**src/include/dma_cfg.svh**
```systemverilog
`ifndef DMA_CFG_SVH
`define DMA_CFG_SVH

`define DMA_ADDR_W     10
`define DMA_DATA_W     32

// Bank 0 holds the lower half of the word space and bank 1 the upper half.
`define DMA_BANK_BIT   9
`define DMA_NUM_BANKS  2

`define DMA_NUM_REQ    3
`define DMA_FIFO_DEPTH 4

`endif
```
**src/hdl/dma_fifo.sv**
```systemverilog
`timescale 1ns/10ps
`include "dma_cfg.svh"

module dma_fifo (
  input  logic                   clk_i,
  input  logic                   rst_n_i,
  input  logic                   push_i,
  input  logic [`DMA_DATA_W-1:0] push_data_i,
  input  logic                   pop_i,
  output logic [`DMA_DATA_W-1:0] pop_data_o,
  output logic                   empty_o
);

  localparam int unsigned PTR_W = $clog2(`DMA_FIFO_DEPTH);
  localparam int unsigned CNT_W = $clog2(`DMA_FIFO_DEPTH + 1);

  logic [`DMA_DATA_W-1:0] mem [`DMA_FIFO_DEPTH];
  logic [PTR_W-1:0]       wr_ptr_q;
  logic [PTR_W-1:0]       rd_ptr_q;
  logic [CNT_W-1:0]       count_q;
  logic                   full;

  assign empty_o    = (count_q == '0);
  assign full       = (count_q == CNT_W'(`DMA_FIFO_DEPTH));
  assign pop_data_o = mem[rd_ptr_q]; // Show-ahead head word.

  always_ff @(posedge clk_i) begin
    if (push_i) begin
      mem[wr_ptr_q] <= push_data_i;
    end
  end

  always_ff @(posedge clk_i or negedge rst_n_i) begin
    if (!rst_n_i) begin
      wr_ptr_q <= '0;
      rd_ptr_q <= '0;
      count_q  <= '0;
    end else begin
      if (push_i) begin
        wr_ptr_q <= wr_ptr_q + 1'b1;
      end
      if (pop_i) begin
        rd_ptr_q <= rd_ptr_q + 1'b1;
      end
      case ({push_i, pop_i})
        2'b10:   count_q <= count_q + 1'b1;
        2'b01:   count_q <= count_q - 1'b1;
        default: count_q <= count_q;
      endcase
    end
  end

  a_no_overflow: assert property (@(posedge clk_i) disable iff (!rst_n_i)
    push_i |-> !full);

  a_no_underflow: assert property (@(posedge clk_i) disable iff (!rst_n_i)
    pop_i |-> !empty_o);

endmodule

```
**config.mk**
```make
export PLATFORM = sky130hd
export DESIGN_NAME = dma_fifo
export DESIGN_NICKNAME = d
export VERILOG_FILES = /design/src/hdl/dma_fifo.sv
export VERILOG_INCLUDE_DIRS = /design/src /design/src/include
export SDC_FILE = /design/constraint.sdc
export NUM_CORES = 1
export LEC_CHECK = 0
export BUFFER_PORTS_ARGS = -buffer_cell sky130_fd_sc_hd__buf_4
export CORE_MARGIN = 2
export CORE_UTILIZATION = 38
export CTS_BUF_LIST = sky130_fd_sc_hd__clkbuf_4
export CTS_CLUSTER_DIAMETER = 50
export CTS_CLUSTER_SIZE = 20
export DETAILED_ROUTE_END_ITERATION = 8
export GPL_TIMING_DRIVEN = 0
export SLEW_MARGIN = 20
export SYNTH_ARGS = -nofsm -noshare
export SYNTH_HDL_FRONTEND = slang
export SYNTH_SLANG_ARGS = --single-unit
export TNS_END_PERCENT = 5
```
**constraint.sdc**
```tcl
create_clock -name clk_i -period 3.6 [get_ports clk_i]
set_input_delay 0 -clock clk_i [delete_from_list [all_inputs] [get_ports clk_i]]
set_output_delay 0 -clock clk_i [all_outputs]
set_load 0.03 [all_outputs]
```
==> run metrics <==
crit path DAT 2020 ps; Syn Area/Cell 24.8 um^2; post-synth cell types 18; IO Pins ~70; Clk pin slew, worst setup/hold paths 120 ps; Worst Max-Slew Pin Slew about 510 ps; clk_lat worst skew 530 ps; post-synthesis sequential area ratio 79.5%; CTS H-tree depth 4; Synth Net Count 246; final setup vio count 0; Final Slew Violations 0; cells after synthesis 204; share of layout cells above drive strength 1 40.7%; Max IR drop VDD 357 uV; drt drc 0; Die Y 119 um; R2R setup slack 1920 ps; met2 Track Usage GR a little over a fifth; IO Port Bufs 68; Starting Density 38.5%; gpl congestion 0.641; Layout area overhead 30.7%; period utilization 56.0%; Num CTS Buffers 17; Clock Sink Count 135; GR Util met3 5.03%; Detailed Place HPWL 5370 um; CP Capture Type output pin; DR iter-0 viols 132; busiest grt layer met2; FP Rows 42; adder-cell share of the synthesized area 1.63%; CTS max path bufs 2; Min Hold Slack approximately 210 ps; worst r2r dst mem[2][31]; outcome finished clean; CP Class reg -> out; Power Total 5.39 mW; CTS tree done; worst flop-to-flop path startpoint wr_ptr_q[0]; final WL slightly below 9000 um; core footprint 13100 um^2; Worst Skew roughly 11 ps; Die Wd 119 um; Post-Synth XOR/XNOR Area roughly 1.0%; Synth Area in Compound Gates 0.198%; largest family of logic cells by synthesized area multiplexers; root buf cell clkbuf_4; Multi-input gate area 931 um^2; final net count 373; required time worst endpoint about 3600 ps; Pwr Density roughly 820 nW/um^2; vias in the first global route 2554; Resized Gates After CTS 0; Pre-antenna DRT Iters 4; final hold violation count 0; first-pass GRT wire length 13800 um; gr usage total a little over an eighth; Congestion Overflow GR 0; ANT nets after route 0; Hold Path Class in -> reg; DIE AREA approximately 14000 um^2; synth top area cells edfxtp_1, mux4_2, dfrtp_1, mux4_1, ha_1; Slew HR 66.1%; RSZ-0062 raised after global routing no; post-synthesis mux area share ~15%; Critical Path Start Type flop; mapped cell area a little over 5000 um^2; Post-DP Area a little under 6000 um^2; crit-path max FO 10; pin count of the biggest net entering global routing 22; crit path to pop_data_o[7]; top cell type's share of synthesized area approximately three quarters; Static Leak 2.35 nW; Tmin final 2020 ps; slowest stage delay, CP between 300 and 400 ps; Warnings, synthesis 0; via count 2437; CP startpoint rd_ptr_q[1]; DR WL/cell 16.8 um; vias per cell 4.69; Synth Area in Simple Gates 0.891%; crit path cell chain clkbuf_1, buf_2, mux4_2, buf_4; reg2reg path depth 4; antenna violations before repair 0; Final Cell Area 6610 um^2; register area 4020 um^2; final setup TNS 0 ps; Synth area leader edfxtp_1; met1 usage approximately 16%; Filler cells 1120; fmax 0.496 GHz; antenna cells 0; Slowest-stage cell, CP mux4_2; synthesis-stage register bit count 135; max cap viols 0
stage by stage:
step                setup WS (ps)  instances  utilization (%)
CTS                          1460        520             50.3
global placement             1110        448             44.1
global route                 1390        520             50.3
detailed placement           1890        452             44.8
finish                       1580        520             50.3
floorplan                    1800        204                -
cell usage after synthesis, drive strengths merged:
library cell	instances
xnor2	2
dfrtp	7
clkbuf	1
and2	4
inv	6
ha	5
nor2	1
nand2	3
xor2	4
buf	7
edfxtp	128
o21ai	2
fa	1
mux4	32
nor3	1
report_power, final:
group	switching (mW)	leakage, nW	internal (mW)	total, mW
clock network	0.532	0.188	0.683	1.21
registers	0.0744	1.26	2.06	2.13
logic	1.15	0.907	0.904	2.05
layer usage:
layer | wire length, um | share of wire (%)
met5 | 0 | 0
met3 | 436 | 5.0
met1 | 3790 | 43
met4 | 165 | 1.9
met2 | 4360 | 50
cell families after synthesis:
family	after synthesis
AND/OR/NAND/NOR	9
buffers and inverters	14
XOR/XNOR	6
AO/OA/AOI/OAI	2
multiplexers	32
flip-flops	135
adder cells (fa/ha/maj)	6
how the worst min path moves through the flow:
stage,cells past startpoint,end,startpoint
final,2,mem[2][3],push_data_i[3]
after floorplan,0,count_q[0],rst_n_i
after global placement,1,count_q[2],rst_n_i
after global routing,2,mem[0][31],push_data_i[31]
after CTS,3,rd_ptr_q[0],pop_i
after detailed placement,1,count_q[2],rst_n_i
repair_timing:
action	CTS	global route
hold endpoints to repair	142	0
hold buffers	36	0
setup buffers	0	0
endpoints found under the setup margin	0	0
registers in the layout (all words and copies together), names as in the netlist:
signal,flops
wr_ptr_q,2
rd_ptr_q,2
mem,128
count_q,3
placed cells by master, fill, tap and decap left out:
| cell type | instances |
|---|---|
| buf_2 | 3 |
| clkinv_4 | 1 |
| fa_1 | 1 |
| xor2_1 | 4 |
| clkinvlp_4 | 1 |
| bufinv_16 | 6 |
| nand2_1 | 3 |
| dlygate4sd3_1 | 36 |
| and2_2 | 4 |
| clkbuf_4 | 17 |
| buf_4 | 68 |
| mux4_2 | 28 |
| buf_6 | 1 |
| inv_1 | 6 |
| buf_16 | 2 |
| edfxtp_1 | 128 |
| o21ai_0 | 2 |
| nor3_1 | 1 |
| inv_6 | 1 |
| ha_1 | 5 |
| xnor2_1 | 2 |
| dfrtp_1 | 7 |
| nor2_1 | 1 |
| clkinv_2 | 3 |
| clkinv_1 | 3 |
| clkbuf_1 | 1 |
| mux4_1 | 4 |
| buf_12 | 5 |
cell type report:
type / count / share of cell area [%]
buffer: 8 / 1.36
clock buffer: 17 / 1.93
clock inverter: 15 / 3.50
inverter: 6 / 0.341
multi-input combinational: 55 / 14.1
sequential: 135 / 60.8
tap: 176 / 3.33
timing repair buffer: 108 / 14.6
worst max-delay path: cells and delay by family (launching register included):
family | cells | cell delay (ps)
mux | 1 | 370
buf+inv | 3 | 780
flops | 1 | 340
Note: power is estimated with default switching activity, not from simulation.
