[src/include/dma_cfg.svh]
`ifndef DMA_CFG_SVH
`define DMA_CFG_SVH

`define DMA_ADDR_W     10
`define DMA_DATA_W     32

// Bank 0 holds the lower half of the word space and bank 1 the upper half.
`define DMA_BANK_BIT   9
`define DMA_NUM_BANKS  2

`define DMA_NUM_REQ    3
`define DMA_FIFO_DEPTH 4

`endif
[src/hdl/dma_pkg.sv]
`include "dma_cfg.svh"

package dma_pkg;

  typedef struct packed {
    logic [`DMA_ADDR_W-1:0] addr;
    logic                   we;
    logic [`DMA_DATA_W-1:0] wdata;
  } mem_req_t;

  typedef logic [`DMA_DATA_W-1:0] mem_rsp_t;

  typedef struct packed {
    logic [`DMA_ADDR_W-1:0] src;
    logic [`DMA_ADDR_W-1:0] dst;
    logic [`DMA_ADDR_W-1:0] len;
  } dma_desc_t;

  // Requester slots on the crosspoint.
  typedef enum logic [1:0] {
    REQ_HOST = 2'd0,
    REQ_RD   = 2'd1,
    REQ_WR   = 2'd2
  } req_idx_t;

  typedef logic [$clog2(`DMA_NUM_BANKS)-1:0] bank_idx_t;

  function automatic bank_idx_t bank_sel(mem_req_t req);
    return req.addr[`DMA_BANK_BIT +: $clog2(`DMA_NUM_BANKS)];
  endfunction

  // Round-robin successor of a requester index.
  function automatic req_idx_t next_req(req_idx_t idx);
    if (int'(idx) == `DMA_NUM_REQ - 1) begin
      return REQ_HOST;
    end
    return req_idx_t'(int'(idx) + 1);
  endfunction

endpackage

[src/hdl/dma_xp.sv]
`timescale 1ns/10ps
`include "dma_cfg.svh"

module dma_xp (
  input  logic                                              clk_i,
  input  logic                                              rst_n_i,
  input  logic [`DMA_NUM_REQ-1:0]                           req_valid_i,
  input  dma_pkg::mem_req_t [`DMA_NUM_REQ-1:0]              req_i,
  output logic [`DMA_NUM_REQ-1:0]                           req_gnt_o,
  output logic [`DMA_NUM_REQ-1:0]                           rsp_valid_o,
  output dma_pkg::mem_rsp_t [`DMA_NUM_REQ-1:0]              rsp_o,
  output logic [`DMA_NUM_BANKS-1:0]                         bank_en_o,
  output logic [`DMA_NUM_BANKS-1:0]                         bank_we_o,
  output logic [`DMA_NUM_BANKS-1:0][`DMA_BANK_BIT-1:0]      bank_addr_o,
  output logic [`DMA_NUM_BANKS-1:0][`DMA_DATA_W-1:0]        bank_wdata_o,
  input  logic [`DMA_NUM_BANKS-1:0][`DMA_DATA_W-1:0]        bank_rdata_i
);

  import dma_pkg::*;

  req_idx_t rr_q      [`DMA_NUM_BANKS];
  req_idx_t win_idx   [`DMA_NUM_BANKS];
  req_idx_t rd_tag_q  [`DMA_NUM_BANKS];
  logic     win_vld   [`DMA_NUM_BANKS];
  logic     rd_pend_q [`DMA_NUM_BANKS];

  // Scanning from the far end lets the requester nearest the pointer win.
  always_comb begin : arb
    int unsigned idx;
    for (int b = 0; b < `DMA_NUM_BANKS; b++) begin
      win_vld[b] = 1'b0;
      win_idx[b] = REQ_HOST;
      for (int off = `DMA_NUM_REQ - 1; off >= 0; off--) begin
        idx = (int'(rr_q[b]) + off) % `DMA_NUM_REQ;
        if (req_valid_i[idx] && (int'(bank_sel(req_i[idx])) == b)) begin
          win_vld[b] = 1'b1;
          win_idx[b] = req_idx_t'(idx);
        end
      end
      bank_en_o[b]    = win_vld[b];
      bank_we_o[b]    = win_vld[b] && req_i[win_idx[b]].we;
      bank_addr_o[b]  = req_i[win_idx[b]].addr[`DMA_BANK_BIT-1:0];
      bank_wdata_o[b] = req_i[win_idx[b]].wdata;
    end
  end

  always_comb begin : route
    for (int r = 0; r < `DMA_NUM_REQ; r++) begin
      req_gnt_o[r]   = 1'b0;
      rsp_valid_o[r] = 1'b0;
      rsp_o[r]       = '0;
      for (int b = 0; b < `DMA_NUM_BANKS; b++) begin
        if (win_vld[b] && (win_idx[b] == req_idx_t'(r))) begin
          req_gnt_o[r] = 1'b1;
        end
        if (rd_pend_q[b] && (rd_tag_q[b] == req_idx_t'(r))) begin
          rsp_valid_o[r] = 1'b1;
          rsp_o[r]       = bank_rdata_i[b];
        end
      end
    end
  end

  always_ff @(posedge clk_i or negedge rst_n_i) begin
    if (!rst_n_i) begin
      for (int b = 0; b < `DMA_NUM_BANKS; b++) begin
        rr_q[b]      <= REQ_HOST;
        rd_pend_q[b] <= 1'b0;
      end
    end else begin
      for (int b = 0; b < `DMA_NUM_BANKS; b++) begin
        rd_pend_q[b] <= win_vld[b] && !bank_we_o[b];
        if (win_vld[b]) begin
          rr_q[b] <= next_req(win_idx[b]);
        end
      end
    end
  end

  always_ff @(posedge clk_i) begin
    for (int b = 0; b < `DMA_NUM_BANKS; b++) begin
      rd_tag_q[b] <= win_idx[b];
    end
  end

  for (genvar b = 0; b < `DMA_NUM_BANKS; b++) begin : gen_chk
    logic [`DMA_NUM_REQ-1:0] bank_gnt;
    for (genvar r = 0; r < `DMA_NUM_REQ; r++) begin : gen_gnt
      assign bank_gnt[r] = req_gnt_o[r] && (int'(bank_sel(req_i[r])) == b);
    end
    a_one_gnt: assert property (@(posedge clk_i) disable iff (!rst_n_i)
      $onehot0(bank_gnt));
  end

endmodule

[config.mk]
export PLATFORM = sky130hd
export DESIGN_NAME = dma_xp
export DESIGN_NICKNAME = d
export VERILOG_FILES = /design/src/hdl/dma_pkg.sv /design/src/hdl/dma_xp.sv
export VERILOG_INCLUDE_DIRS = /design/src /design/src/include
export SDC_FILE = /design/constraint.sdc
export NUM_CORES = 1
export LEC_CHECK = 0
export ABC_AREA = 1
export CAP_MARGIN = 15
export CORE_AREA = 5 5 146 148
export DETAILED_ROUTE_END_ITERATION = 8
export DIE_AREA = 0 0 151 153
export DONT_BUFFER_PORTS = 1
export PLACE_DENSITY = 0.38
export SETUP_SLACK_MARGIN = 0.3
export SLEW_MARGIN = 40
export SYNTH_ARGS = -nofsm -noshare
export SYNTH_HDL_FRONTEND = slang
export SYNTH_SLANG_ARGS = --single-unit
[constraint.sdc]
create_clock -name clk_i -period 2.5 [get_ports clk_i]
set_input_delay 0.5 -clock clk_i [delete_from_list [all_inputs] [get_ports clk_i]]
set_output_delay 0.5 -clock clk_i [all_outputs]
set_load 0.02 [all_outputs]
==> results.cfg <==
[setup_path]
critPathTopFamily = simple AND/OR/NAND/NOR gates
worst-setup-path-type = flip-flop to output pin
end_kind = output pin
r2r-start = rr_q[1]
arrival_ns = 2.29
crit_path_start_kind = flip-flop
path_buf_inv = 4
required_ns = 2.00
worst-path-max-fanout = 6
cp.depth = 15
r2r.worst_path.cells = 21
reg2reg_to = rd_pend_q[0]
cpPeakStageDelay_ns = 0.41
critPathSlowestCell = dfrtp_1
cp-startpoint = rr_q[3]
endpoint = bank_addr_o[7]
crit_chain = ha_4 -> inv_4 -> nand2_2 -> nand3_2 -> nand2_2 -> inv_2 -> nand2_1 -> nand2_1 -> nand2_2 -> nand2_4 -> nor2_8 -> buf_12 -> nand2_1 -> o211ai_1 -> buf_4
rrSetupSlack_ns = -0.10

[routing]
vias_per_cell = 5.10
vias = 5616
drt-met1-wl_mm = 7.84
drt-initial-drc-count = 227
wirelength_mm = 22.5
drc = 0
antenna_left = 0
wire_per_inst_um = 20.5
drt_first_pass_iters = 5
routed-wl-met3_mm = 1.96
wl_met2_mm = 12.0
top_layer = met4

[clocking]
clock_tree.buffer_depth = 2
h-tree-depth = 1
cts-root-buf = clkbuf_16
clkTransAtPathRegs_ns = 0.04
cts_tree = done
cts_buffers = 3
cts_num_sinks = 10
clkLatencyLatePin_ns = 0.24

[global_routing]
grt_pass1_wl_mm = 31.6
antenna_found_initial = 0
grt_max_degree = 34
grt.overflow.total = 0
grt_pass1_vias = 5715
track_usage_pct = 16.9

[sta]
clock_skew_ns = 0.00248
min_period_ns = 2.79
worst_slew_pin_slew_ns = 0.520
slew_viol_final = 0
setup_viol = 87
max_freq_mhz = 358
timing.final.crit_share_pct = 112
slew_headroom_pct = 65.2
worst_slack_ns = -0.292
rsz0062_at_grt = yes
hold_viol = 0

[flow_run]
cap_violations = 0

[floorplan]
die_w_um = 151
dieArea_um2 = 23100
core_um2 = 19900
rows = 52
ios = 386
start_util_pct = 18.1
die_h_um = 153

[synthesis]
netlist_area_um2 = 3610
ys_seq_elements = 10
synth.distinct_cells = 30
yosysTopAreaCellShare_pct = 26.9
ys_async_sr_fraction_pct = 60.0
ys_seq_area_share_pct = 6.38
synthTopCellsByArea = nand2_1 27%, o22ai_1 18%, inv_1 11%
synth_common_cells = 259 x nand2_1, 107 x inv_1, 101 x o22ai_1
yosysTopAreaCell = nand2_1
synth_most_common_cell = nand2_1
yosysWarningCount = 0
syn-instance-count = 666
synth_edf_count = 0
dominantRegCellSynth = dfrtp_1
syn-num-nets = 870
syn_area_per_cell_um2 = 5.42

[place]
io_buffer_count = 0
dpl.cell_count = 1047
dpl.hpwl_mm = 17.0
gp_congestion = 0.898

[cells_and_area]
fin_nets = 1036
n_antenna_cell = 0
syn2layout_area_growth_pct = 103
drive_above_1_share_pct = 53.2
instances_no_fill = 1101

[status]
violations = setup timing
status = complete, but fails checks

[worst_hold_path]
hold_path.class = input port to flip-flop
==> worst reg2reg max path: stages (launching register included) <==
cell and delay [ns]:
dfrtp_1 0.42, ha_4 0.31, inv_6 0.05, nand2_2 0.07, nand3_2 0.08, nand2_2 0.08, inv_2 0.04, nand2_1 0.06
nand2_1 0.06, nand2_2 0.14, nand2_8 0.10, buf_6 0.13, buf_6 0.12, nand3_4 0.07, nand3_4 0.08, buf_6 0.13
buf_6 0.11, buf_6 0.10, buf_6 0.10, buf_6 0.10, buf_6 0.11, nor2_4 0.08
==> per-layer routing <==
layer	vias up	global-route usage [%]
li1	2559	-
met1	2671	18.0
met5	-	0
met2	340	32.4
met3	46	3.23
met4	0	5.74
==> stage by stage <==
step           cell area [um^2]  worst slack [ns]  TNS (ns)  util (%)  hold WS, ns
2_1_floorplan              4490             0.116         0         -        0.204
3_3_place_gp               5790           -0.0394   -0.0394      29.1        0.205
3_5_place_dp               5790           -0.0835     -1.03      29.1        0.205
4_1_cts                    6570            -0.234    -16.84      33.0        0.486
5_1_grt                    7320            -0.450    -30.99      36.7        0.571
6_report                   7320            -0.292    -21.22      36.7        0.560
==> cells by family (layout without fill, tap and decap cells) <==
logic type	after synthesis	after routing	share of synthesized area, %
AO/OA/AOI/OAI	141	141	28.3
adder cells (fa/ha/maj)	6	6	2.08
buffers and inverters	156	320	19.6
flip-flops	10	10	6.38
AND/OR/NAND/NOR	353	354	43.6
==> final cells by class <==
class,count,area [um^2]
flip-flops and latches,10,230
clock buffers,4,88.8
well taps,270,338
inverters,116,479
repair buffers,200,1990
multi-input cells,501,4190
fillers,2048,12600
==> cell usage in the layout, fill, tap and decap left out, drive strengths merged, types with 5 or more instances in the layout <==
cell	Yosys	routed
buf	22	191
clkbuf	18	9
dfrtp	6	6
ha	6	6
inv	115	115
nand2	271	272
nand3	68	68
nand4	5	5
nor2	7	7
o211ai	34	34
o22ai	101	101
==> worst min path at each step <==
| stage | startpoint | to | slack [ns] | cells past startpoint |
|---|---|---|---|---|
| 3_3_place_gp | rst_n_i | rr_q[0] | 0.20 | 0 |
| 3_5_place_dp | rst_n_i | rr_q[0] | 0.20 | 0 |
| 5_1_grt | req_i[32] | rd_pend_q[1] | 0.57 | 4 |
| 2_1_floorplan | rst_n_i | rd_pend_q[0] | 0.20 | 0 |
| 4_1_cts | req_i[118] | rd_pend_q[1] | 0.49 | 3 |
| 6_report | req_i[118] | rd_pend_q[1] | 0.56 | 4 |
==> flip-flops by register name (all words and copies together) (netlist names) <==
signal	cells
rr_q	4
rd_pend_q	2
rd_tag_q	4
==> repair_timing <==
action / CTS / global route
pin swaps: 24 / 64
resized for setup: 82 / 130
hold buffers: 1 / 0
hold endpoints to repair: 6 / 0
gates cloned: 4 / 6
setup endpoints to repair: 93 / 153
setup buffers: 28 / 11
Power is left out: the tool's default activity adds up to more than one toggle a clock period on the data nets, which glitch-free logic cannot reach.
