## src/include/dma_cfg.svh

```systemverilog
`ifndef DMA_CFG_SVH
`define DMA_CFG_SVH

`define DMA_ADDR_W     10
`define DMA_DATA_W     32

// Bank 0 holds the lower half of the word space and bank 1 the upper half.
`define DMA_BANK_BIT   9
`define DMA_NUM_BANKS  2

`define DMA_NUM_REQ    3
`define DMA_FIFO_DEPTH 4

`endif
```

## src/hdl/dma_pkg.sv

```systemverilog
`include "dma_cfg.svh"

package dma_pkg;

  typedef struct packed {
    logic [`DMA_ADDR_W-1:0] addr;
    logic                   we;
    logic [`DMA_DATA_W-1:0] wdata;
  } mem_req_t;

  typedef logic [`DMA_DATA_W-1:0] mem_rsp_t;

  typedef struct packed {
    logic [`DMA_ADDR_W-1:0] src;
    logic [`DMA_ADDR_W-1:0] dst;
    logic [`DMA_ADDR_W-1:0] len;
  } dma_desc_t;

  // Requester slots on the crosspoint.
  typedef enum logic [1:0] {
    REQ_HOST = 2'd0,
    REQ_RD   = 2'd1,
    REQ_WR   = 2'd2
  } req_idx_t;

  typedef logic [$clog2(`DMA_NUM_BANKS)-1:0] bank_idx_t;

  function automatic bank_idx_t bank_sel(mem_req_t req);
    return req.addr[`DMA_BANK_BIT +: $clog2(`DMA_NUM_BANKS)];
  endfunction

  // Round-robin successor of a requester index.
  function automatic req_idx_t next_req(req_idx_t idx);
    if (int'(idx) == `DMA_NUM_REQ - 1) begin
      return REQ_HOST;
    end
    return req_idx_t'(int'(idx) + 1);
  endfunction

endpackage

```

## src/hdl/dma_write_engine.sv

```systemverilog
`timescale 1ns/10ps
`include "dma_cfg.svh"

module dma_write_engine (
  input  logic                   clk_i,
  input  logic                   rst_n_i,
  input  dma_pkg::dma_desc_t     desc_i,
  input  logic                   start_i,
  input  logic                   empty_i,
  input  logic [`DMA_DATA_W-1:0] pop_data_i,
  output logic                   pop_o,
  output logic                   req_valid_o,
  output dma_pkg::mem_req_t      req_o,
  input  logic                   req_gnt_i,
  output logic                   done_o
);

  logic [`DMA_ADDR_W-1:0] addr_q;
  logic [`DMA_ADDR_W-1:0] remain_q;
  logic                   done_q;
  logic                   issue;

  // The FIFO head is offered as a write to the next destination word.
  assign req_valid_o = (remain_q != '0) && !empty_i;
  assign req_o       = '{addr: addr_q, we: 1'b1, wdata: pop_data_i};
  assign issue       = req_valid_o && req_gnt_i;
  assign pop_o       = issue;
  assign done_o      = done_q;

  always_ff @(posedge clk_i or negedge rst_n_i) begin
    if (!rst_n_i) begin
      addr_q   <= '0;
      remain_q <= '0;
      done_q   <= 1'b0;
    end else begin
      done_q <= issue && (remain_q == `DMA_ADDR_W'(1)); // Last word written.
      if (start_i) begin
        addr_q   <= desc_i.dst;
        remain_q <= desc_i.len;
      end else if (issue) begin
        addr_q   <= addr_q + 1'b1;
        remain_q <= remain_q - 1'b1;
      end
    end
  end

  // A new transfer may only start once the previous one has drained.
  a_start_idle: assert property (@(posedge clk_i) disable iff (!rst_n_i)
    start_i |-> remain_q == '0 && empty_i);

endmodule

```

## config.mk

```make
export PLATFORM = sky130hd
export DESIGN_NAME = dma_write_engine
export DESIGN_NICKNAME = d
export VERILOG_FILES = /design/src/hdl/dma_pkg.sv /design/src/hdl/dma_write_engine.sv
export VERILOG_INCLUDE_DIRS = /design/src /design/src/include
export SDC_FILE = /design/constraint.sdc
export NUM_CORES = 1
export LEC_CHECK = 0
export ABC_AREA = 1
export BUFFER_PORTS_ARGS = -buffer_cell sky130_fd_sc_hd__buf_4
export CORE_MARGIN = 2
export CORE_UTILIZATION = 47
export CTS_BUF_LIST = sky130_fd_sc_hd__clkbuf_8
export DETAILED_ROUTE_END_ITERATION = 10
export PLACE_DENSITY = 0.95
export SYNTH_ARGS = -nofsm -noshare
export SYNTH_HDL_FRONTEND = slang
export SYNTH_SLANG_ARGS = --single-unit
```

## constraint.sdc

```tcl
create_clock -name clk_i -period 3.9 [get_ports clk_i]
set_input_delay 0.585 -clock clk_i [delete_from_list [all_inputs] [get_ports clk_i]]
set_output_delay 0.585 -clock clk_i [all_outputs]
set_load 0.02 [all_outputs]
```

==> results of run 1 <==
-- final cells by class --
| cell class | count | share of cell area [%] |
|---|---|---|
| clock inverter | 1 | 0.2717 |
| timing repair buffer | 38 | 15.49 |
| multi-input combinational | 181 | 46.13 |
| tap | 48 | 3.261 |
| sequential | 21 | 28.53 |
| inverter | 20 | 4.076 |
| clock buffer | 3 | 2.242 |
-- cells by family after synthesis --
kind of cell / synth area share (%)
AOI/OAI and AO/OA: 3.983
xor gates and xnor gates: 2.987
adders and majority gates: 2.134
buffers and inverters: 21.83
DFF: 29.87
other: 0.2132
and+or+nand+nor: 38.98
-- metrics by stage --
step,hold WS (ns),total power (W),cells,cell area [um^2],utilization [%]
global route,0.2104,0.0007400,312,1842,50.69
detailed placement,0.4883,0.0005491,308,1795,49.41
floorplan,0.2894,0.0005114,265,1759,-
finish,0.1980,0.0006896,312,1842,50.69
CTS,0.2049,0.0006929,312,1842,50.69
global placement,0.4844,0.0005366,308,1795,49.41
-- flip-flops by register name, indices dropped and copies added, names as in the netlist --
signal / cells
remain_q: 10
addr_q: 10
done_o: 1
-- final timing paths --
path / slack, ns / cells past startpoint / startpoint / end
worst max-delay path: 1.51 / 8 / remain_q[0] / pop_o
worst min-delay path: 0.20 / 1 / rst_n_i / remain_q[2]
worst max register to register: 1.92 / 9 / remain_q[0] / addr_q[6]
worst min register to register: 0.55 / 2 / remain_q[1] / remain_q[1]
max in group asynchronous: 3.48 / 1 / rst_n_i / addr_q[8]
min in group clk_i: 0.55 / 2 / remain_q[1] / remain_q[1]
-- metal layers --
layer	GRT usage, %	up-vias	routed length (um)
met3	3.938	8	289
met2	31.63	49	1825
met4	7.031	0	36
met1	22.77	714	1591
li1	-	794	-
met5	0	-	0
-- synth_stat cells (all sizes together) (2+ instances only) --
cell type	number	share of area, %
nand4	3	1.1
ha	3	2.1
nand3	38	11
xnor2	2	1.0
inv	20	4.3
clkbuf	4	0.85
buf	39	17
dfrtp	21	30
xor2	4	2.0
o21ai	10	2.8
nor2	12	3.3
nand2	103	22
-- power by group --
group / switching (W) / internal (W) / leakage (nW) / total [W]
clock: 0.0000733 / 0.0000711 / 0.0255 / 0.000144
sequential: 0.0000493 / 0.000252 / 0.263 / 0.000301
combinational: 0.000143 / 0.000101 / 0.759 / 0.000244
==> results.toml, run 1 <==
[setup_path]
crit_family = "simple AND/OR/NAND/NOR gates"
critPathBufInv = 3
cpPeakStageDelay_ns = 0.42
start_kind = "register"
crit_arrival_ns = 1.80
worstPathRequired_ns = 3.31
worst_path_max_delay_cell = "dfrtp_1"
path_class = "register to primary output"
cp_max_fo = 23
cp_cell_sequence = "inv_1 > ha_1 > nand2_2 > nor2_4 > nand2_2 > nand3b_4 > inv_1 > buf_4"
crit_path_end_kind = "primary output"

[synthesis]
synthCells = 265
ys_seq_area_share_pct = 29.87
ys_warn_count = 0
async_reset_ff_share_pct = 100.0
synthFlopType = "dfrtp_1"
post_synth.cell_area_avg_um2 = 6.638
synth_edf_count = 0
syn_area_mm2 = 0.001759
yosysUniqueCellTypes = 24
syn_nets = 335
ys_seq_elements = 21

[sta]
max_freq_mhz = 418.7
finalSetupViolCount = 0
hold_viol = 0
rsz0062_at_grt = "no"
fin_crit_ns = 2.388
maxSlewViolCount = 0
finClkSkew_ns = 0.003142
finalCritPeriodShare_pct = 61.24
fin_ws_ns = 1.512
tns_ns = 0

[finish]
fin_nets = 335
fillerInstances = 387
multiInputGateArea_um2 = 849.6
drive_above_1_share_pct = 18.56
seqCellArea_um2 = 525.5
final_cell_mix = "nand2_1, nand3_1, buf_4"
antenna_cells = 0
area_growth_pct = 4.694
layout.cells.most_common = "nand2_1"

[clocking]
cts-root-buf = "clkbuf_8"
cts_tree = "done"
clk_pin_slew_worst_paths_ns = 0.08
cts_resized = 0
cts_sinks = 21
post-cts-setup-buffer-count = 0
clk_latency_ns = 0.26
cts_buffers = 3
cts_htree_levels = 1
clock_path_buffers = 2
hold_buffers = 0

[die]
die_h_um = 65.18
initial_core_util_pct = 48.42
fp.dieW_um = 65.18
die_area_mm2 = 0.004248
design.core.area_mm2 = 0.003633
ios = 113
rows = 22

[global_routing]
grt_max_degree = 33
grt_pass1_wl_um = 6279
gr-usage-all-layers_pct = 18.49
antenna_found_initial = 0
grt_pass1_vias = 1449
grt-ovfl-total = 0

[placed_design]
io_buffer_count = 37
place_ws_ns = 1.792
gp_congestion = 0.7876
hpwl_um = 2645

[routing]
drt-initial-drc-count = 81
routed_via_density = 5.016
drc_errors = 0
vias = 1565
ant_nets = 0
first_pass_iters = 4
post_drt_wl_per_cell_um = 12.00
drt-total-wl_um = 3744

[power_and_ir_drop]
p_leak_nw = 1.047
p_per_area_mw_per_mm2 = 374.4
ir_drop_uv = 190.1

[worst_hold_path]
hold_path_class = "input pin to async pin"

[run_status]
status = "completed"

[flow_run]
drv_cap = 0
Note: power is estimated with default switching activity, not from simulation.
==> inputs of run 2 (changes only) <==
CORE_UTILIZATION = 44   (was 47)
PLACE_DENSITY = 0.91   (was 0.95)
clock period = 2.25 ns   (was 3.9 ns; I/O delays follow)
==> results.toml, run 2 (same netlist as run 1, synthesis figures left out) <==
[run_status]
status = "completed"

[setup_path]
worstPathRequired_ns = 1.91
cp_max_fo = 12
path_class = "register to primary output"
reg2regPathDepth = 9
crit_path_end_kind = "primary output"
crit_arrival_ns = 1.69
start_kind = "register"

[clocking]
clock_path_buffers = 2
clk_latency_ns = 0.25
cts_sinks = 21
cts_htree_levels = 1
clk_pin_slew_worst_paths_ns = 0.08
cts-root-buf = "clkbuf_8"
cts_tree = "done"
cts_buffers = 3
cts_resized = 0

[sta]
holdWs_ns = 0.3595
fin_crit_ns = 2.024
maxSlewViolCount = 0
tns_ns = 0
finalSetupViolCount = 0
fin_ws_ns = 0.2258
max_freq_mhz = 494.0
finClkSkew_ns = 0.001117
finalCritPeriodShare_pct = 89.96
rsz0062_at_grt = "no"
hold_viol = 0

[die]
initial_core_util_pct = 46.99
fp.dieW_um = 67.23
ios = 113
design.core.area_mm2 = 0.003744
die_area_mm2 = 0.004520
rows = 22
die_h_um = 67.23

[global_routing]
antenna_found_initial = 0
gr-usage-all-layers_pct = 16.72
grt_pass1_vias = 1351
grt_max_degree = 30
grt-ovfl-total = 0
grt_pass1_wl_um = 5906

[routing]
ant_nets = 0
drt-initial-drc-count = 55
drt-total-wl_um = 3627
drc_errors = 0
first_pass_iters = 4
post_drt_wl_per_cell_um = 11.51
vias = 1556
routed_via_density = 4.940

[finish]
seqCellArea_um2 = 525.5
multiInputGateArea_um2 = 849.6
final_cell_mix = "nand2_1, buf_4, nand3_1"
layout.cells.most_common = "nand2_1"
fillerInstances = 412
fin_nets = 338
area_growth_pct = 6.046
antenna_cells = 0
drive_above_1_share_pct = 18.73
final_area_mm2 = 0.001866

[power_and_ir_drop]
p_per_area_mw_per_mm2 = 633.8
power_w = 0.001182
ir_drop_uv = 327.2
p_leak_nw = 1.062

[placed_design]
hpwl_um = 2622
io_buffer_count = 37
place_ws_ns = 0.4414
placement.cell_area_mm2 = 0.001810
gp_congestion = 0.8244

[worst_hold_path]
min_path_cells = 5
hold_path_class = "input pin to register"

[flow_run]
drv_cap = 0
[run 2: cell type report]
cell class              instances  share of cell area [%]
clock buffers                   3                   2.213
clock inverters                 1                  0.2012
inverters                      20                   4.024
multi-input cells             181                   45.54
flip-flops and latches         21                   28.17
well taps                      48                   3.219
repair buffers                 41                   16.63
[run 2: through the flow]
step | utilization (%) | instances
2_1_floorplan | - | 265
3_3_place_gp | 48.36 | 310
3_5_place_dp | 48.36 | 310
4_1_cts | 49.83 | 315
5_1_grt | 49.83 | 315
6_report | 49.83 | 315
[run 2: metal layers]
layer	GRT usage [%]	wire, um	vias up
met4	4.847	15	0
met5	0	0	-
met2	28.47	1728	61
met3	3.667	319	2
met1	21.23	1563	697
li1	-	-	796
[run 2: repair_timing]
item | 4_1_cts | 5_1_grt
hold buffers | 1 | 0
endpoints found under the hold margin | 21 | 0
setup buffers | 0 | 0
endpoints found under the setup margin | 0 | 0
[run 2: path summary, 6_finish.rpt]
kind,slack [ns],startpoint,endpoint
worst max-delay path,0.23,remain_q[0],pop_o
worst min-delay path,0.36,desc_i[18],addr_q[8]
worst max register to register,0.44,remain_q[0],addr_q[9]
worst min register to register,0.55,remain_q[1],remain_q[1]
max in group asynchronous,1.53,rst_n_i,remain_q[8]
min in group asynchronous,0.50,rst_n_i,remain_q[2]
[run 2: critical path, stage by stage (launching register included)]
cell and delay, ns:
dfrtp_1 0.42, inv_1 0.09, ha_1 0.20, nand2_2 0.10
nor2_4 0.15, nand2_2 0.07, nand3b_4 0.18, inv_1 0.06
buf_4 0.15
[run 2: power by group]
part / switching [W] / internal [W] / total [W]
registers: 0.0000829 / 0.000436 / 0.000519
clock network: 0.000121 / 0.000121 / 0.000242
logic: 0.000244 / 0.000178 / 0.000421
