[src/include/dma_cfg.svh]
`ifndef DMA_CFG_SVH
`define DMA_CFG_SVH

`define DMA_ADDR_W     10
`define DMA_DATA_W     32

// Bank 0 holds the lower half of the word space and bank 1 the upper half.
`define DMA_BANK_BIT   9
`define DMA_NUM_BANKS  2

`define DMA_NUM_REQ    3
`define DMA_FIFO_DEPTH 4

`endif
[src/hdl/dma_pkg.sv]
`include "dma_cfg.svh"

package dma_pkg;

  typedef struct packed {
    logic [`DMA_ADDR_W-1:0] addr;
    logic                   we;
    logic [`DMA_DATA_W-1:0] wdata;
  } mem_req_t;

  typedef logic [`DMA_DATA_W-1:0] mem_rsp_t;

  typedef struct packed {
    logic [`DMA_ADDR_W-1:0] src;
    logic [`DMA_ADDR_W-1:0] dst;
    logic [`DMA_ADDR_W-1:0] len;
  } dma_desc_t;

  // Requester slots on the crosspoint.
  typedef enum logic [1:0] {
    REQ_HOST = 2'd0,
    REQ_RD   = 2'd1,
    REQ_WR   = 2'd2
  } req_idx_t;

  typedef logic [$clog2(`DMA_NUM_BANKS)-1:0] bank_idx_t;

  function automatic bank_idx_t bank_sel(mem_req_t req);
    return req.addr[`DMA_BANK_BIT +: $clog2(`DMA_NUM_BANKS)];
  endfunction

  // Round-robin successor of a requester index.
  function automatic req_idx_t next_req(req_idx_t idx);
    if (int'(idx) == `DMA_NUM_REQ - 1) begin
      return REQ_HOST;
    end
    return req_idx_t'(int'(idx) + 1);
  endfunction

endpackage

[src/hdl/dma_read_engine.sv]
`timescale 1ns/10ps
`include "dma_cfg.svh"

module dma_read_engine (
  input  logic                   clk_i,
  input  logic                   rst_n_i,
  input  dma_pkg::dma_desc_t     desc_i,
  input  logic                   start_i,
  output logic                   req_valid_o,
  output dma_pkg::mem_req_t      req_o,
  input  logic                   req_gnt_i,
  input  logic                   rsp_valid_i,
  input  dma_pkg::mem_rsp_t      rsp_i,
  output logic                   push_o,
  output logic [`DMA_DATA_W-1:0] push_data_o,
  input  logic                   pop_seen_i
);

  localparam int unsigned CRED_W = $clog2(`DMA_FIFO_DEPTH + 1);

  logic [`DMA_ADDR_W-1:0] addr_q;
  logic [`DMA_ADDR_W-1:0] remain_q;
  logic [CRED_W-1:0]      credit_q;
  logic                   issue;

  // Reads in flight plus words in the FIFO never exceed its depth.
  assign req_valid_o = (remain_q != '0) && (credit_q < CRED_W'(`DMA_FIFO_DEPTH));
  assign req_o       = '{addr: addr_q, we: 1'b0, wdata: '0};
  assign issue       = req_valid_o && req_gnt_i;

  assign push_o      = rsp_valid_i; // Every response goes straight into the FIFO.
  assign push_data_o = rsp_i;

  always_ff @(posedge clk_i or negedge rst_n_i) begin
    if (!rst_n_i) begin
      addr_q   <= '0;
      remain_q <= '0;
      credit_q <= '0;
    end else begin
      if (start_i) begin
        addr_q   <= desc_i.src;
        remain_q <= desc_i.len;
      end else if (issue) begin
        addr_q   <= addr_q + 1'b1;
        remain_q <= remain_q - 1'b1;
      end
      case ({issue, pop_seen_i})
        2'b10:   credit_q <= credit_q + 1'b1;
        2'b01:   credit_q <= credit_q - 1'b1;
        default: credit_q <= credit_q;
      endcase
    end
  end

  // A pushed word must belong to a read that still holds a credit.
  a_push_credit: assert property (@(posedge clk_i) disable iff (!rst_n_i)
    push_o |-> credit_q != '0);

endmodule

[config.mk]
export PLATFORM = sky130hd
export DESIGN_NAME = dma_read_engine
export DESIGN_NICKNAME = d
export VERILOG_FILES = /design/src/hdl/dma_pkg.sv /design/src/hdl/dma_read_engine.sv
export VERILOG_INCLUDE_DIRS = /design/src /design/src/include
export SDC_FILE = /design/constraint.sdc
export NUM_CORES = 1
export LEC_CHECK = 0
export BUFFER_PORTS_ARGS = -buffer_cell sky130_fd_sc_hd__clkbuf_2
export CAP_MARGIN = 40
export CORE_MARGIN = 5
export CORE_UTILIZATION = 43
export CTS_CLUSTER_DIAMETER = 100
export DETAILED_ROUTE_END_ITERATION = 8
export PLACE_DENSITY_LB_ADDON = 0.15
export SYNTH_ARGS = -nofsm -noshare
export SYNTH_HDL_FRONTEND = slang
export SYNTH_SLANG_ARGS = --single-unit
[constraint.sdc]
create_clock -name clk_i -period 4.7 [get_ports clk_i]
set_clock_uncertainty 0.05 [all_clocks]
set_input_delay 0.47 -clock clk_i [delete_from_list [all_inputs] [get_ports clk_i]]
set_output_delay 0.47 -clock clk_i [all_outputs]
set_load 0.05 [all_outputs]
==> flow_summary.html <==
<table>
<tr><th>Metric</th><th>Value</th></tr>
<tr><th colspan="2">Pwr</th></tr>
<tr><td>Clock network power share</td><td>17.9%</td></tr>
<tr><td>Switching power</td><td>0.3202 mW</td></tr>
<tr><td>Share of total power in sequential cells</td><td>39.0%</td></tr>
<tr><td>Pint</td><td>0.3818 mW</td></tr>
<tr><td>Net switching share of the total power</td><td>45.61%</td></tr>
<tr><td>Leakage power summed over all cells</td><td>0.8050 nW</td></tr>
<tr><td>Combinational share of power</td><td>43.1%</td></tr>
<tr><td>Power density over the cells</td><td>409.5 nW/um2</td></tr>
<tr><td>Worst ir drop on vdd</td><td>158.1 uV</td></tr>
<tr><td>Overall power after layout</td><td>0.7019 mW</td></tr>
<tr><th colspan="2">Setup path</th></tr>
<tr><td>R2R Setup Slk</td><td>1730 ps</td></tr>
<tr><td>Data required time of the critical path</td><td>4850 ps</td></tr>
<tr><td>Peak per-stage delay on the critical path</td><td>510 ps</td></tr>
<tr><td>Crit-path leading delay family</td><td>adder cells</td></tr>
<tr><td>CP Cell Sequence</td><td>inv_1, ha_1, or4b_1, o31a_1, clkinv_4, ha_1, inv_1, fa_1, xor2_1, nor2_1, xor2_1</td></tr>
<tr><td>Path type of the worst setup path</td><td>reg2reg</td></tr>
<tr><td>CP startpoint kind</td><td>flip-flop</td></tr>
<tr><td>Cell count of the worst reg-to-reg path</td><td>11</td></tr>
<tr><td>CP max FO</td><td>19</td></tr>
<tr><td>Start of the worst register-to-register path</td><td>remain_q[0]</td></tr>
<tr><td>Data arrival time of the critical path</td><td>3120 ps</td></tr>
<tr><td>Setup crit start</td><td>remain_q[0]</td></tr>
<tr><td>Buffer and inverter count on the worst path</td><td>3</td></tr>
<tr><td>Critical Path Sink Type</td><td>flip-flop</td></tr>
<tr><td>Stages on worst setup path</td><td>11</td></tr>
<tr><td>R2r endpoint</td><td>credit_q[2]</td></tr>
<tr><td>Slowest-stage cell, CP</td><td>or4b_1</td></tr>
<tr><td>Worst setup path endpoint</td><td>credit_q[2]</td></tr>
<tr><th colspan="2">Cells and area</th></tr>
<tr><td>Most used cells in the layout excluding fill and tap cells</td><td>35 x clkbuf_2, 33 x conb_1, 23 x dfrtp_1</td></tr>
<tr><td>Final non-filler cell total</td><td>263</td></tr>
<tr><td>Fraction of layout instances using a drive strength above 1</td><td>20.19%</td></tr>
<tr><td>Final-stage net count</td><td>286</td></tr>
<tr><td>Total area of sequential cells</td><td>575.6 um2</td></tr>
<tr><td>Growth of design area from synthesis to finish</td><td>-7.433%</td></tr>
<tr><td>Final core area utilization</td><td>41.95%</td></tr>
<tr><td>Most frequent standard cell in the layout excluding fill and tap cells</td><td>clkbuf_2</td></tr>
<tr><td>Multi-input gate area</td><td>812.0 um2</td></tr>
<tr><td>Final antenna diode count</td><td>0</td></tr>
<tr><td>Number of fillers in the final layout</td><td>435</td></tr>
<tr><th colspan="2">Placed design</th></tr>
<tr><td>Number of placed instances, taps included</td><td>259</td></tr>
<tr><td>Post-detail-place hpwl</td><td>2.669 mm</td></tr>
<tr><td># port buffers</td><td>35</td></tr>
<tr><td>RePlAce Congestion</td><td>0.6851</td></tr>
<tr><th colspan="2">Drt</th></tr>
<tr><td>Violation count after the first detailed-route iteration</td><td>37</td></tr>
<tr><td>Remaining antenna violation count after routing</td><td>0</td></tr>
<tr><td>Total Routed Length</td><td>3.522 mm</td></tr>
<tr><td>Average detailed-routed wire length per instance</td><td>13.39 um</td></tr>
<tr><td>Vias per cell</td><td>4.821</td></tr>
<tr><td>DRC</td><td>0</td></tr>
<tr><td>Vias</td><td>1268</td></tr>
<tr><td>First-pass detailed-route iteration total</td><td>4</td></tr>
<tr><th colspan="2">Status</th></tr>
<tr><td>Status</td><td>finished clean</td></tr>
<tr><th colspan="2">Die</th></tr>
<tr><td>Width of the chip</td><td>75.63 um</td></tr>
<tr><td>Area enclosed by the die boundary</td><td>5719 um2</td></tr>
<tr><td>Number of top-level design ports</td><td>145</td></tr>
<tr><td>Number of placement rows</td><td>23</td></tr>
<tr><td>Core Box Area</td><td>4086 um2</td></tr>
<tr><td>Initial core utilization</td><td>45.32%</td></tr>
<tr><td>Die Span Y</td><td>75.63 um</td></tr>
<tr><th colspan="2">Timing</th></tr>
<tr><td>Worst relative slew slack</td><td>53.70%</td></tr>
<tr><td>Summed negative setup slack over all endpoints</td><td>0 ps</td></tr>
<tr><td>Least-Margin Pin Slew</td><td>693.7 ps</td></tr>
<tr><td>Count of final max-slew check failures</td><td>0</td></tr>
<tr><td>Period Utilization, post-route</td><td>63.16%</td></tr>
<tr><td>Minimum clock period</td><td>2969 ps</td></tr>
<tr><td>Top achievable clock speed</td><td>336.8 MHz</td></tr>
<tr><td>Total of endpoints with negative setup slack in the final report</td><td>0</td></tr>
<tr><td>RSZ-0062 raised after global routing</td><td>false</td></tr>
<tr><td>Hold Vio Cnt, Final</td><td>0</td></tr>
<tr><td>Worst hold-check slack</td><td>136.0 ps</td></tr>
<tr><th colspan="2">Flow run</th></tr>
<tr><td>Number of max-cap violations</td><td>0</td></tr>
<tr><th colspan="2">GRT</th></tr>
<tr><td>Global-route wire length before repair</td><td>5.637 mm</td></tr>
<tr><td>Global route overflow</td><td>0</td></tr>
<tr><td>Pin count of the biggest net entering global routing</td><td>24</td></tr>
<tr><td>Global-route usage over all layers</td><td>12.92%</td></tr>
<tr><td>Initial antenna violation count</td><td>0</td></tr>
<tr><td>Number of global-route vias before repair</td><td>1164</td></tr>
<tr><th colspan="2">Yosys</th></tr>
<tr><td>Post-synth ARST share</td><td>100.0%</td></tr>
<tr><td>Most used flip-flop cell after synthesis</td><td>dfrtp_1</td></tr>
<tr><td>Area share of the largest cell type after synthesis</td><td>31.08%</td></tr>
<tr><td>Number of instances in the synthesized netlist</td><td>216</td></tr>
<tr><td>Netlist area before placement</td><td>1852 um2</td></tr>
<tr><td>Seq cells post-synth</td><td>23</td></tr>
<tr><td>Synthesis warning total</td><td>0</td></tr>
<tr><td>Share of synthesized area occupied by flip-flops and latches</td><td>31.08%</td></tr>
<tr><td>Library cell occupying the most area in the post-synthesis netlist</td><td>dfrtp_1</td></tr>
<tr><td>Post-synth EDFFs</td><td>0</td></tr>
<tr><td>Unique cell type count in the Yosys netlist</td><td>42</td></tr>
<tr><td>Avg Synthesized Cell Area</td><td>8.573 um2</td></tr>
<tr><td>Top cells by area in the synthesized netlist</td><td>dfrtp_1 31%, buf_4 27%, a31oi_1 3.4%, nor2_1 3.0%, o21ai_0 2.7%</td></tr>
<tr><th colspan="2">Clocking</th></tr>
<tr><td>Clock slew at reported path FFs</td><td>90 ps</td></tr>
<tr><td>Clock tree root buffer cell</td><td>clkbuf_8</td></tr>
<tr><td>Clock tree from TritonCTS</td><td>built</td></tr>
<tr><td>Number of setup buffers added after CTS</td><td>0</td></tr>
<tr><td>Total clock sinks</td><td>23</td></tr>
<tr><td>Cts hold-fix bufs</td><td>0</td></tr>
<tr><td>Worst-skew pair later-pin latency</td><td>270 ps</td></tr>
<tr><td>Clk buf depth</td><td>2</td></tr>
<tr><td>Cts repair resizes</td><td>0</td></tr>
<tr><td>Inserted Clock Buffers</td><td>3</td></tr>
<tr><td>Number of H-tree levels</td><td>1</td></tr>
<tr><th colspan="2">Min path</th></tr>
<tr><td>Worst min path class</td><td>in2async</td></tr>
</table>
==> routing by layer <==
metal  vias to the layer above  track usage [%]  share of wire (%)
met2                        54            18.70                 44
li1                        634                -                  -
met1                       570            18.62                 46
met3                        10            3.562                8.0
met5                         -                0                  0
met4                         0            4.078                2.1
==> cell usage after synthesis (all sizes together), types with 2 or more instances <==
library cell   n
buf           69
dfrtp         23
nor2          15
nand2         13
o21ai         11
a31oi         10
inv            9
or3            7
clkbuf         5
nand3          4
nor3           4
xnor2          4
xor2           4
a21oi          3
ha             3
o31ai          3
or4            3
a22o           2
nand4          2
nor2b          2
o31a           2
or4b           2
==> state kept, by name (all words and copies together) (netlist names) <==
signal    cells
credit_q      3
remain_q     10
addr_q       10
==> metrics by stage <==
| step | worst slack, ps | instance area, um2 |
|---|---|---|
| 2_1_floorplan | 1960 | 1972 |
| 3_3_place_gp | 1738 | 1668 |
| 3_5_place_dp | 1710 | 1668 |
| 4_1_cts | 1714 | 1714 |
| 5_1_grt | 1512 | 1714 |
| 6_report | 1731 | 1714 |
==> cells by family (layout without fill, tap and decap cells) <==
family	Yosys count	in the layout	synth area share [%]
adder cells (fa/ha/maj)	4	4	3.108
AND/OR/NAND/NOR	56	56	15.47
other	1	33	0.2025
AO/OA/AOI/OAI	38	38	13.45
multiplexers	2	2	1.351
buffers and inverters	84	49	31.55
flip-flops	23	23	31.08
XOR/XNOR	8	8	3.783
==> area by class of cell <==
type | count | share of cell area (%)
clock buffer | 3 | 2.409
clock inverter | 1 | 0.2920
inverter | 10 | 2.482
multi-input combinational | 141 | 47.37
sequential | 23 | 33.58
tap | 50 | 3.650
timing repair buffer | 35 | 10.22
==> power by group through the flow <==
stage | registers, mW | clock network, mW | logic (mW)
after floorplan | 0.308 | 0 | 0.317
after global placement | 0.277 | 0 | 0.302
after detailed placement | 0.277 | 0 | 0.306
after CTS | 0.274 | 0.132 | 0.307
after global routing | 0.282 | 0.136 | 0.343
final | 0.274 | 0.126 | 0.303
==> worst min path at each step <==
stage,startpoint,end,slack [ps],cells past startpoint
6_report,rst_n_i,credit_q[1],140,1
5_1_grt,rst_n_i,credit_q[1],200,1
4_1_cts,rst_n_i,credit_q[1],170,1
3_5_place_dp,credit_q[0],credit_q[0],420,1
3_3_place_gp,credit_q[0],credit_q[0],410,1
2_1_floorplan,rst_n_i,addr_q[0],120,0
(Power assumes the default switching activity.)
