[src/include/dma_cfg.svh]
`ifndef DMA_CFG_SVH
`define DMA_CFG_SVH

`define DMA_ADDR_W     10
`define DMA_DATA_W     32

// Bank 0 holds the lower half of the word space and bank 1 the upper half.
`define DMA_BANK_BIT   9
`define DMA_NUM_BANKS  2

`define DMA_NUM_REQ    3
`define DMA_FIFO_DEPTH 4

`endif
[src/hdl/dma_pkg.sv]
`include "dma_cfg.svh"

package dma_pkg;

  typedef struct packed {
    logic [`DMA_ADDR_W-1:0] addr;
    logic                   we;
    logic [`DMA_DATA_W-1:0] wdata;
  } mem_req_t;

  typedef logic [`DMA_DATA_W-1:0] mem_rsp_t;

  typedef struct packed {
    logic [`DMA_ADDR_W-1:0] src;
    logic [`DMA_ADDR_W-1:0] dst;
    logic [`DMA_ADDR_W-1:0] len;
  } dma_desc_t;

  // Requester slots on the crosspoint.
  typedef enum logic [1:0] {
    REQ_HOST = 2'd0,
    REQ_RD   = 2'd1,
    REQ_WR   = 2'd2
  } req_idx_t;

  typedef logic [$clog2(`DMA_NUM_BANKS)-1:0] bank_idx_t;

  function automatic bank_idx_t bank_sel(mem_req_t req);
    return req.addr[`DMA_BANK_BIT +: $clog2(`DMA_NUM_BANKS)];
  endfunction

  // Round-robin successor of a requester index.
  function automatic req_idx_t next_req(req_idx_t idx);
    if (int'(idx) == `DMA_NUM_REQ - 1) begin
      return REQ_HOST;
    end
    return req_idx_t'(int'(idx) + 1);
  endfunction

endpackage

[src/hdl/dma_apb_regs.sv]
`timescale 1ns/10ps
`include "dma_cfg.svh"

module dma_apb_regs (
  input  logic                   clk_i,
  input  logic                   rst_n_i,
  input  logic                   psel_i,
  input  logic                   penable_i,
  input  logic                   pwrite_i,
  input  logic [`DMA_ADDR_W+2:0] paddr_i,
  input  logic [`DMA_DATA_W-1:0] pwdata_i,
  output logic [`DMA_DATA_W-1:0] prdata_o,
  output logic                   pready_o,
  output logic                   pslverr_o,
  output dma_pkg::dma_desc_t     desc_o,
  output logic                   start_o,
  input  logic                   done_i,
  output logic                   req_valid_o,
  output dma_pkg::mem_req_t      req_o,
  input  logic                   req_gnt_i,
  input  logic                   rsp_valid_i,
  input  dma_pkg::mem_rsp_t      rsp_i
);

  import dma_pkg::*;

  localparam logic [`DMA_ADDR_W:0] WORDS = {1'b1, {`DMA_ADDR_W{1'b0}}};

  dma_desc_t              desc_q;
  logic                   busy_q;
  logic                   done_q;
  logic                   start_q;
  logic                   win_rd_q;
  logic                   acc;
  logic                   win_sel;
  logic                   reg_acc;
  logic                   win_acc;
  logic                   win_err;
  logic                   start_wr;
  logic                   start_err;
  logic [1:0]             reg_sel;
  logic [`DMA_ADDR_W:0]   src_end;
  logic [`DMA_ADDR_W:0]   dst_end;
  logic [`DMA_DATA_W-1:0] reg_rdata;

  assign acc     = psel_i && penable_i; // APB access phase.
  assign win_sel = paddr_i[`DMA_ADDR_W+2];
  assign reg_acc = acc && !win_sel;
  assign win_acc = acc && win_sel && !busy_q;
  assign win_err = acc && win_sel && busy_q;
  assign reg_sel = paddr_i[3:2];

  assign src_end   = {1'b0, desc_q.src} + {1'b0, desc_q.len};
  assign dst_end   = {1'b0, desc_q.dst} + {1'b0, desc_q.len};
  assign start_wr  = reg_acc && pwrite_i && (reg_sel == 2'd3) && pwdata_i[0];
  assign start_err = busy_q || (desc_q.len == '0) || (src_end > WORDS) || (dst_end > WORDS);

  assign req_valid_o = win_acc && !win_rd_q; // Dropped once a read is granted.
  assign req_o       = '{addr: paddr_i[`DMA_ADDR_W+1:2], we: pwrite_i, wdata: pwdata_i};

  assign pready_o  = reg_acc || win_err || (req_valid_o && req_gnt_i && pwrite_i) ||
                     (win_rd_q && rsp_valid_i);
  assign pslverr_o = win_err || (start_wr && start_err);

  always_comb begin
    case (reg_sel)
      2'd0:    reg_rdata = {{(`DMA_DATA_W-`DMA_ADDR_W){1'b0}}, desc_q.src};
      2'd1:    reg_rdata = {{(`DMA_DATA_W-`DMA_ADDR_W){1'b0}}, desc_q.dst};
      2'd2:    reg_rdata = {{(`DMA_DATA_W-`DMA_ADDR_W){1'b0}}, desc_q.len};
      default: reg_rdata = {{(`DMA_DATA_W-2){1'b0}}, done_q, busy_q};
    endcase
  end

  assign prdata_o = win_sel ? rsp_i : reg_rdata;
  assign desc_o   = desc_q;
  assign start_o  = start_q;

  always_ff @(posedge clk_i or negedge rst_n_i) begin
    if (!rst_n_i) begin
      desc_q   <= '0;
      busy_q   <= 1'b0;
      done_q   <= 1'b0;
      start_q  <= 1'b0;
      win_rd_q <= 1'b0;
    end else begin
      start_q  <= start_wr && !start_err;
      win_rd_q <= req_valid_o && req_gnt_i && !pwrite_i; // Data returns next cycle.
      if (reg_acc && pwrite_i) begin
        case (reg_sel)
          2'd0:    desc_q.src <= pwdata_i[`DMA_ADDR_W-1:0];
          2'd1:    desc_q.dst <= pwdata_i[`DMA_ADDR_W-1:0];
          2'd2:    desc_q.len <= pwdata_i[`DMA_ADDR_W-1:0];
          default: ;
        endcase
      end
      if (start_wr && !start_err) begin
        busy_q <= 1'b1;
        done_q <= 1'b0;
      end else if (done_i) begin
        busy_q <= 1'b0;
        done_q <= 1'b1;
      end
    end
  end

  // The APB master must hold the window address and data until the fabric grants.
  a_req_stable: assert property (@(posedge clk_i) disable iff (!rst_n_i)
    req_valid_o && !req_gnt_i |=> req_valid_o && $stable(req_o));

endmodule

[config.mk]
export PLATFORM = sky130hd
export DESIGN_NAME = dma_apb_regs
export DESIGN_NICKNAME = d
export VERILOG_FILES = /design/src/hdl/dma_pkg.sv /design/src/hdl/dma_apb_regs.sv
export VERILOG_INCLUDE_DIRS = /design/src /design/src/include
export SDC_FILE = /design/constraint.sdc
export NUM_CORES = 1
export LEC_CHECK = 0
export BUFFER_PORTS_ARGS = -buffer_cell sky130_fd_sc_hd__buf_2
export CAP_MARGIN = 5
export CORE_MARGIN = 2
export CORE_UTILIZATION = 30
export CTS_CLUSTER_DIAMETER = 120
export DETAILED_ROUTE_END_ITERATION = 16
export GPL_TIMING_DRIVEN = 0
export MAX_ROUTING_LAYER = met4
export SKIP_CTS_REPAIR_TIMING = 1
export SYNTH_ARGS = -nofsm -noshare
export SYNTH_HDL_FRONTEND = slang
export SYNTH_SLANG_ARGS = --single-unit
[constraint.sdc]
create_clock -name clk_i -period 3.4 [get_ports clk_i]
set_input_delay 0.68 -clock clk_i [delete_from_list [all_inputs] [get_ports clk_i]]
set_output_delay 0.68 -clock clk_i [all_outputs]
set_load 0.01 [all_outputs]
==> results_dict.tcl <==
set metrics [dict create \
    status "complete, but fails checks" \
    failing_checks "negative setup slack" \
    first_pass_grt_wire_length_mm 14.32 \
    first_pass_iters 4 \
    worst-setup-path-type "flop to output port" \
    final.setup.worst_slack_ns -0.09453 \
    finish.utilization_pct 42.97 \
    final_setup_violation_count 1 \
    worst_pin_slew_ns 0.7917 \
    synth_cell_count_leaders "sky130_fd_sc_hd__buf_4 (43), sky130_fd_sc_hd__dfrtp_1 (34), sky130_fd_sc_hd__mux2_2 (29)" \
    area.growth.synth_to_final_pct 41.45 \
    die_width_um 105.6 \
    synth_compound_gate_area_share_pct 14.64 \
    vdd_drop_max_uv 221.2 \
    cp.arrival_ns 2.81 \
    numCtsBuffers 5 \
    leakage_nw 2.269 \
    fin_cells 655 \
    final_min_period_over_clock_period_pct 102.8 \
    drt_iter0_drc 141 \
    num_vias 3097 \
    timing.final.max_slew_violations 0 \
    antenna_cells 0 \
    cts.clk_slew.worst_paths_ns 0.07 \
    synthAdderAreaFrac_pct 9.381 \
    detail_route.wirelength_mm 9.507 \
    hp-class "input pin to asynchronous set/reset pin" \
    grt_setup_unrepaired "true" \
    io_pins 194 \
    power.density_mw_per_mm2 453.9 \
    final.min_clock_period_ns 3.495 \
    synth-simple-area-share_pct 16.98 \
    dp_hpwl_mm 7.465 \
    remaining_drc_errors 0 \
    yosysMostFrequentCell "sky130_fd_sc_hd__buf_4" \
    dominant_combinational_cell_family_by_area_after_synthesis "simple AND/OR/NAND/NOR gates" \
    synth_mux_area_share_pct 14.60 \
    power.total_mw 1.987 \
    synth_top_area_cell "sky130_fd_sc_hd__dfrtp_1" \
    xor_xnor_cell_area_share_of_the_yosys_netlist_pct 2.548 \
    dominantRegCellSynth "sky130_fd_sc_hd__dfrtp_1" \
    r2r_setup_slack_ns 0.78 \
    skew_ns 0.007852 \
    ys_top_cells_by_area "sky130_fd_sc_hd__dfrtp_1 (27%), sky130_fd_sc_hd__mux2_2 (11%), sky130_fd_sc_hd__buf_4 (10%)" \
    final_area_mm2 0.004377 \
    crit_required_ns 2.72 \
    cts-root-to-sink-buffers 2 \
    placementRows 37 \
    tritoncts "done" \
    antenna_violations_before_repair 0 \
    place.detailed.instances 637 \
    area.sequential_um2 857.1 \
    htree_num_levels 2 \
    syn_nets 449 \
    floorplan.die_area_mm2 0.01114 \
    initial_utilization_pct 30.38 \
    max_slew_headroom_pct 47.22 \
    worstSetupEndpointType "output port" \
    synth.distinct_cells 53 \
    setup.worst_path.start_class "flop" \
    grtUsageTotal_pct 16.18 \
    synth.yosys.seq_area_share_pct 27.50 \
    total_grt_overflow 0 \
    layout.filler_cells 1050 \
    synth_top_area_share_pct 27.50 \
    post_synth_instance_area_mm2 0.003094 \
    design.final.nets 625 \
    grt_start_max_net_pins 35 \
    ctsRootBufferMaster "sky130_fd_sc_hd__clkbuf_8" \
    critical_path.max_fanout 6 \
    max-cap-violations 0 \
    yosys_warnings 0 \
    fp.coreArea_mm2 0.01018 \
    via_count_of_the_first_global_routing_pass 2877 \
    final_layout_size_suffix_gt1_share_pct 54.14 \
    portBuffers 159 \
    synth.avg_cell_area_um2 9.047 \
    postSynthRegisterBits 34 \
    multi_input_comb_area_mm2 0.001943 \
    netlist_instances 342 \
    drtAntennaViolNets 0 \
    detail_routed_via_count_per_cell 4.728 \
    floorplan_die_height_um 105.6 \
    placement.cell_area_mm2 0.004060 \
    fmax_mhz 286.2 \
    cts_num_sinks 34 \
    clock_insertion_delay_worst_skew_ns 0.29 \
    finalWeightedCongestion 0.8370 \
    ys_async_sr_fraction_pct 100.0 \
    wire_per_inst_um 14.51 \
    hold_viol_final 0 \
    synth-edff-count 0 \
]
==> worst max-delay path: stages (launching register included) <==
cell	delay [ns]
sky130_fd_sc_hd__dfrtp_2	0.48
sky130_fd_sc_hd__ha_4	0.26
sky130_fd_sc_hd__a21oi_2	0.19
sky130_fd_sc_hd__o211ai_2	0.15
sky130_fd_sc_hd__and4_1	0.24
sky130_fd_sc_hd__or4b_4	0.53
sky130_fd_sc_hd__o211ai_2	0.10
sky130_fd_sc_hd__nor4b_4	0.07
sky130_fd_sc_hd__o22a_1	0.23
sky130_fd_sc_hd__o22ai_1	0.10
sky130_fd_sc_hd__buf_2	0.15
==> layout make-up <==
| class | instances | area share (%) |
|---|---|---|
| multi-input cells | 233 | 44.40 |
| repair buffers | 169 | 19.90 |
| well taps | 136 | 3.888 |
| inverters | 20 | 1.715 |
| clock buffers | 7 | 1.973 |
| clock inverters | 1 | 0.1144 |
| plain buffers | 55 | 8.433 |
| flip-flops and latches | 34 | 19.58 |
==> report_power, final <==
group          switching (mW)  internal [mW]  leakage (nW)
Sequential              0.121          0.479         0.424
Combinational           0.542          0.529          1.80
Clock                   0.153          0.163        0.0482
==> flip-flops by register name, indices dropped and copies added, names as in the netlist <==
| register | count |
|---|---|
| win_rd_q | 1 |
| start_o | 1 |
| busy_q | 1 |
| desc_o | 30 |
| done_q | 1 |
==> logic make-up after synthesis <==
logic type / Yosys count
AND/OR/NAND/NOR: 96
buffers and inverters: 75
AO/OA/AOI/OAI: 67
multiplexers: 39
flip-flops: 34
adder cells (fa/ha/maj): 22
XOR/XNOR: 9
==> per-stage QoR <==
step	TNS (ns)	hold WS [ns]	worst slack (ns)
6_report	-0.09453	0.4703	-0.09453
5_1_grt	-0.2298	0.5088	-0.2298
4_1_cts	-0.3827	0.4933	-0.3827
3_5_place_dp	-0.06153	0.4770	-0.06153
3_3_place_gp	-0.02733	0.4723	-0.02733
2_1_floorplan	0	0.3844	0.3827
==> final timing paths <==
| check | startpoint | endpoint | depth (start not counted) |
|---|---|---|---|
| min in group clk_i | done_q | done_q | 1 |
| max in group asynchronous | rst_n_i | desc_o[0] | 1 |
| setup / recovery | desc_o[1] | pslverr_o | 10 |
| setup reg to reg | desc_o[1] | busy_q | 10 |
| hold / removal | rst_n_i | desc_o[15] | 1 |
| hold reg to reg | done_q | done_q | 1 |
==> per-layer routing <==
| layer | wire [um] | GRT usage, % | up-vias |
|---|---|---|---|
| met2 | 4884 | 27.14 | 88 |
| met5 | 0 | - | - |
| met1 | 4082 | 20.61 | 1471 |
| met3 | 441 | 2.536 | 11 |
| met4 | 98 | 3.665 | 0 |
| li1 | - | - | 1527 |
==> placed cells by master, fill, tap and decap left out, types with 3 or more instances in the layout <==
| cell type | count |
|---|---|
| sky130_fd_sc_hd__dfrtp_2 | 5 |
| sky130_fd_sc_hd__o21ai_0 | 10 |
| sky130_fd_sc_hd__and2_1 | 22 |
| sky130_fd_sc_hd__mux2i_1 | 8 |
| sky130_fd_sc_hd__clkbuf_8 | 6 |
| sky130_fd_sc_hd__dfrtp_1 | 29 |
| sky130_fd_sc_hd__buf_4 | 53 |
| sky130_fd_sc_hd__a21oi_2 | 4 |
| sky130_fd_sc_hd__nor4_1 | 5 |
| sky130_fd_sc_hd__ha_2 | 3 |
| sky130_fd_sc_hd__xor2_1 | 6 |
| sky130_fd_sc_hd__mux2_2 | 29 |
| sky130_fd_sc_hd__ha_4 | 4 |
| sky130_fd_sc_hd__nand2_1 | 13 |
| sky130_fd_sc_hd__buf_2 | 160 |
| sky130_fd_sc_hd__a21oi_1 | 18 |
| sky130_fd_sc_hd__clkbuf_1 | 8 |
| sky130_fd_sc_hd__inv_1 | 20 |
| sky130_fd_sc_hd__nand3_1 | 9 |
| sky130_fd_sc_hd__o21bai_1 | 4 |
| sky130_fd_sc_hd__xnor2_1 | 3 |
| sky130_fd_sc_hd__nor3_1 | 5 |
| sky130_fd_sc_hd__o21a_1 | 3 |
| sky130_fd_sc_hd__buf_1 | 4 |
| sky130_fd_sc_hd__ha_1 | 13 |
| sky130_fd_sc_hd__nor2_1 | 25 |
| sky130_fd_sc_hd__a211oi_1 | 8 |
Note: power is estimated with default switching activity, not from simulation.
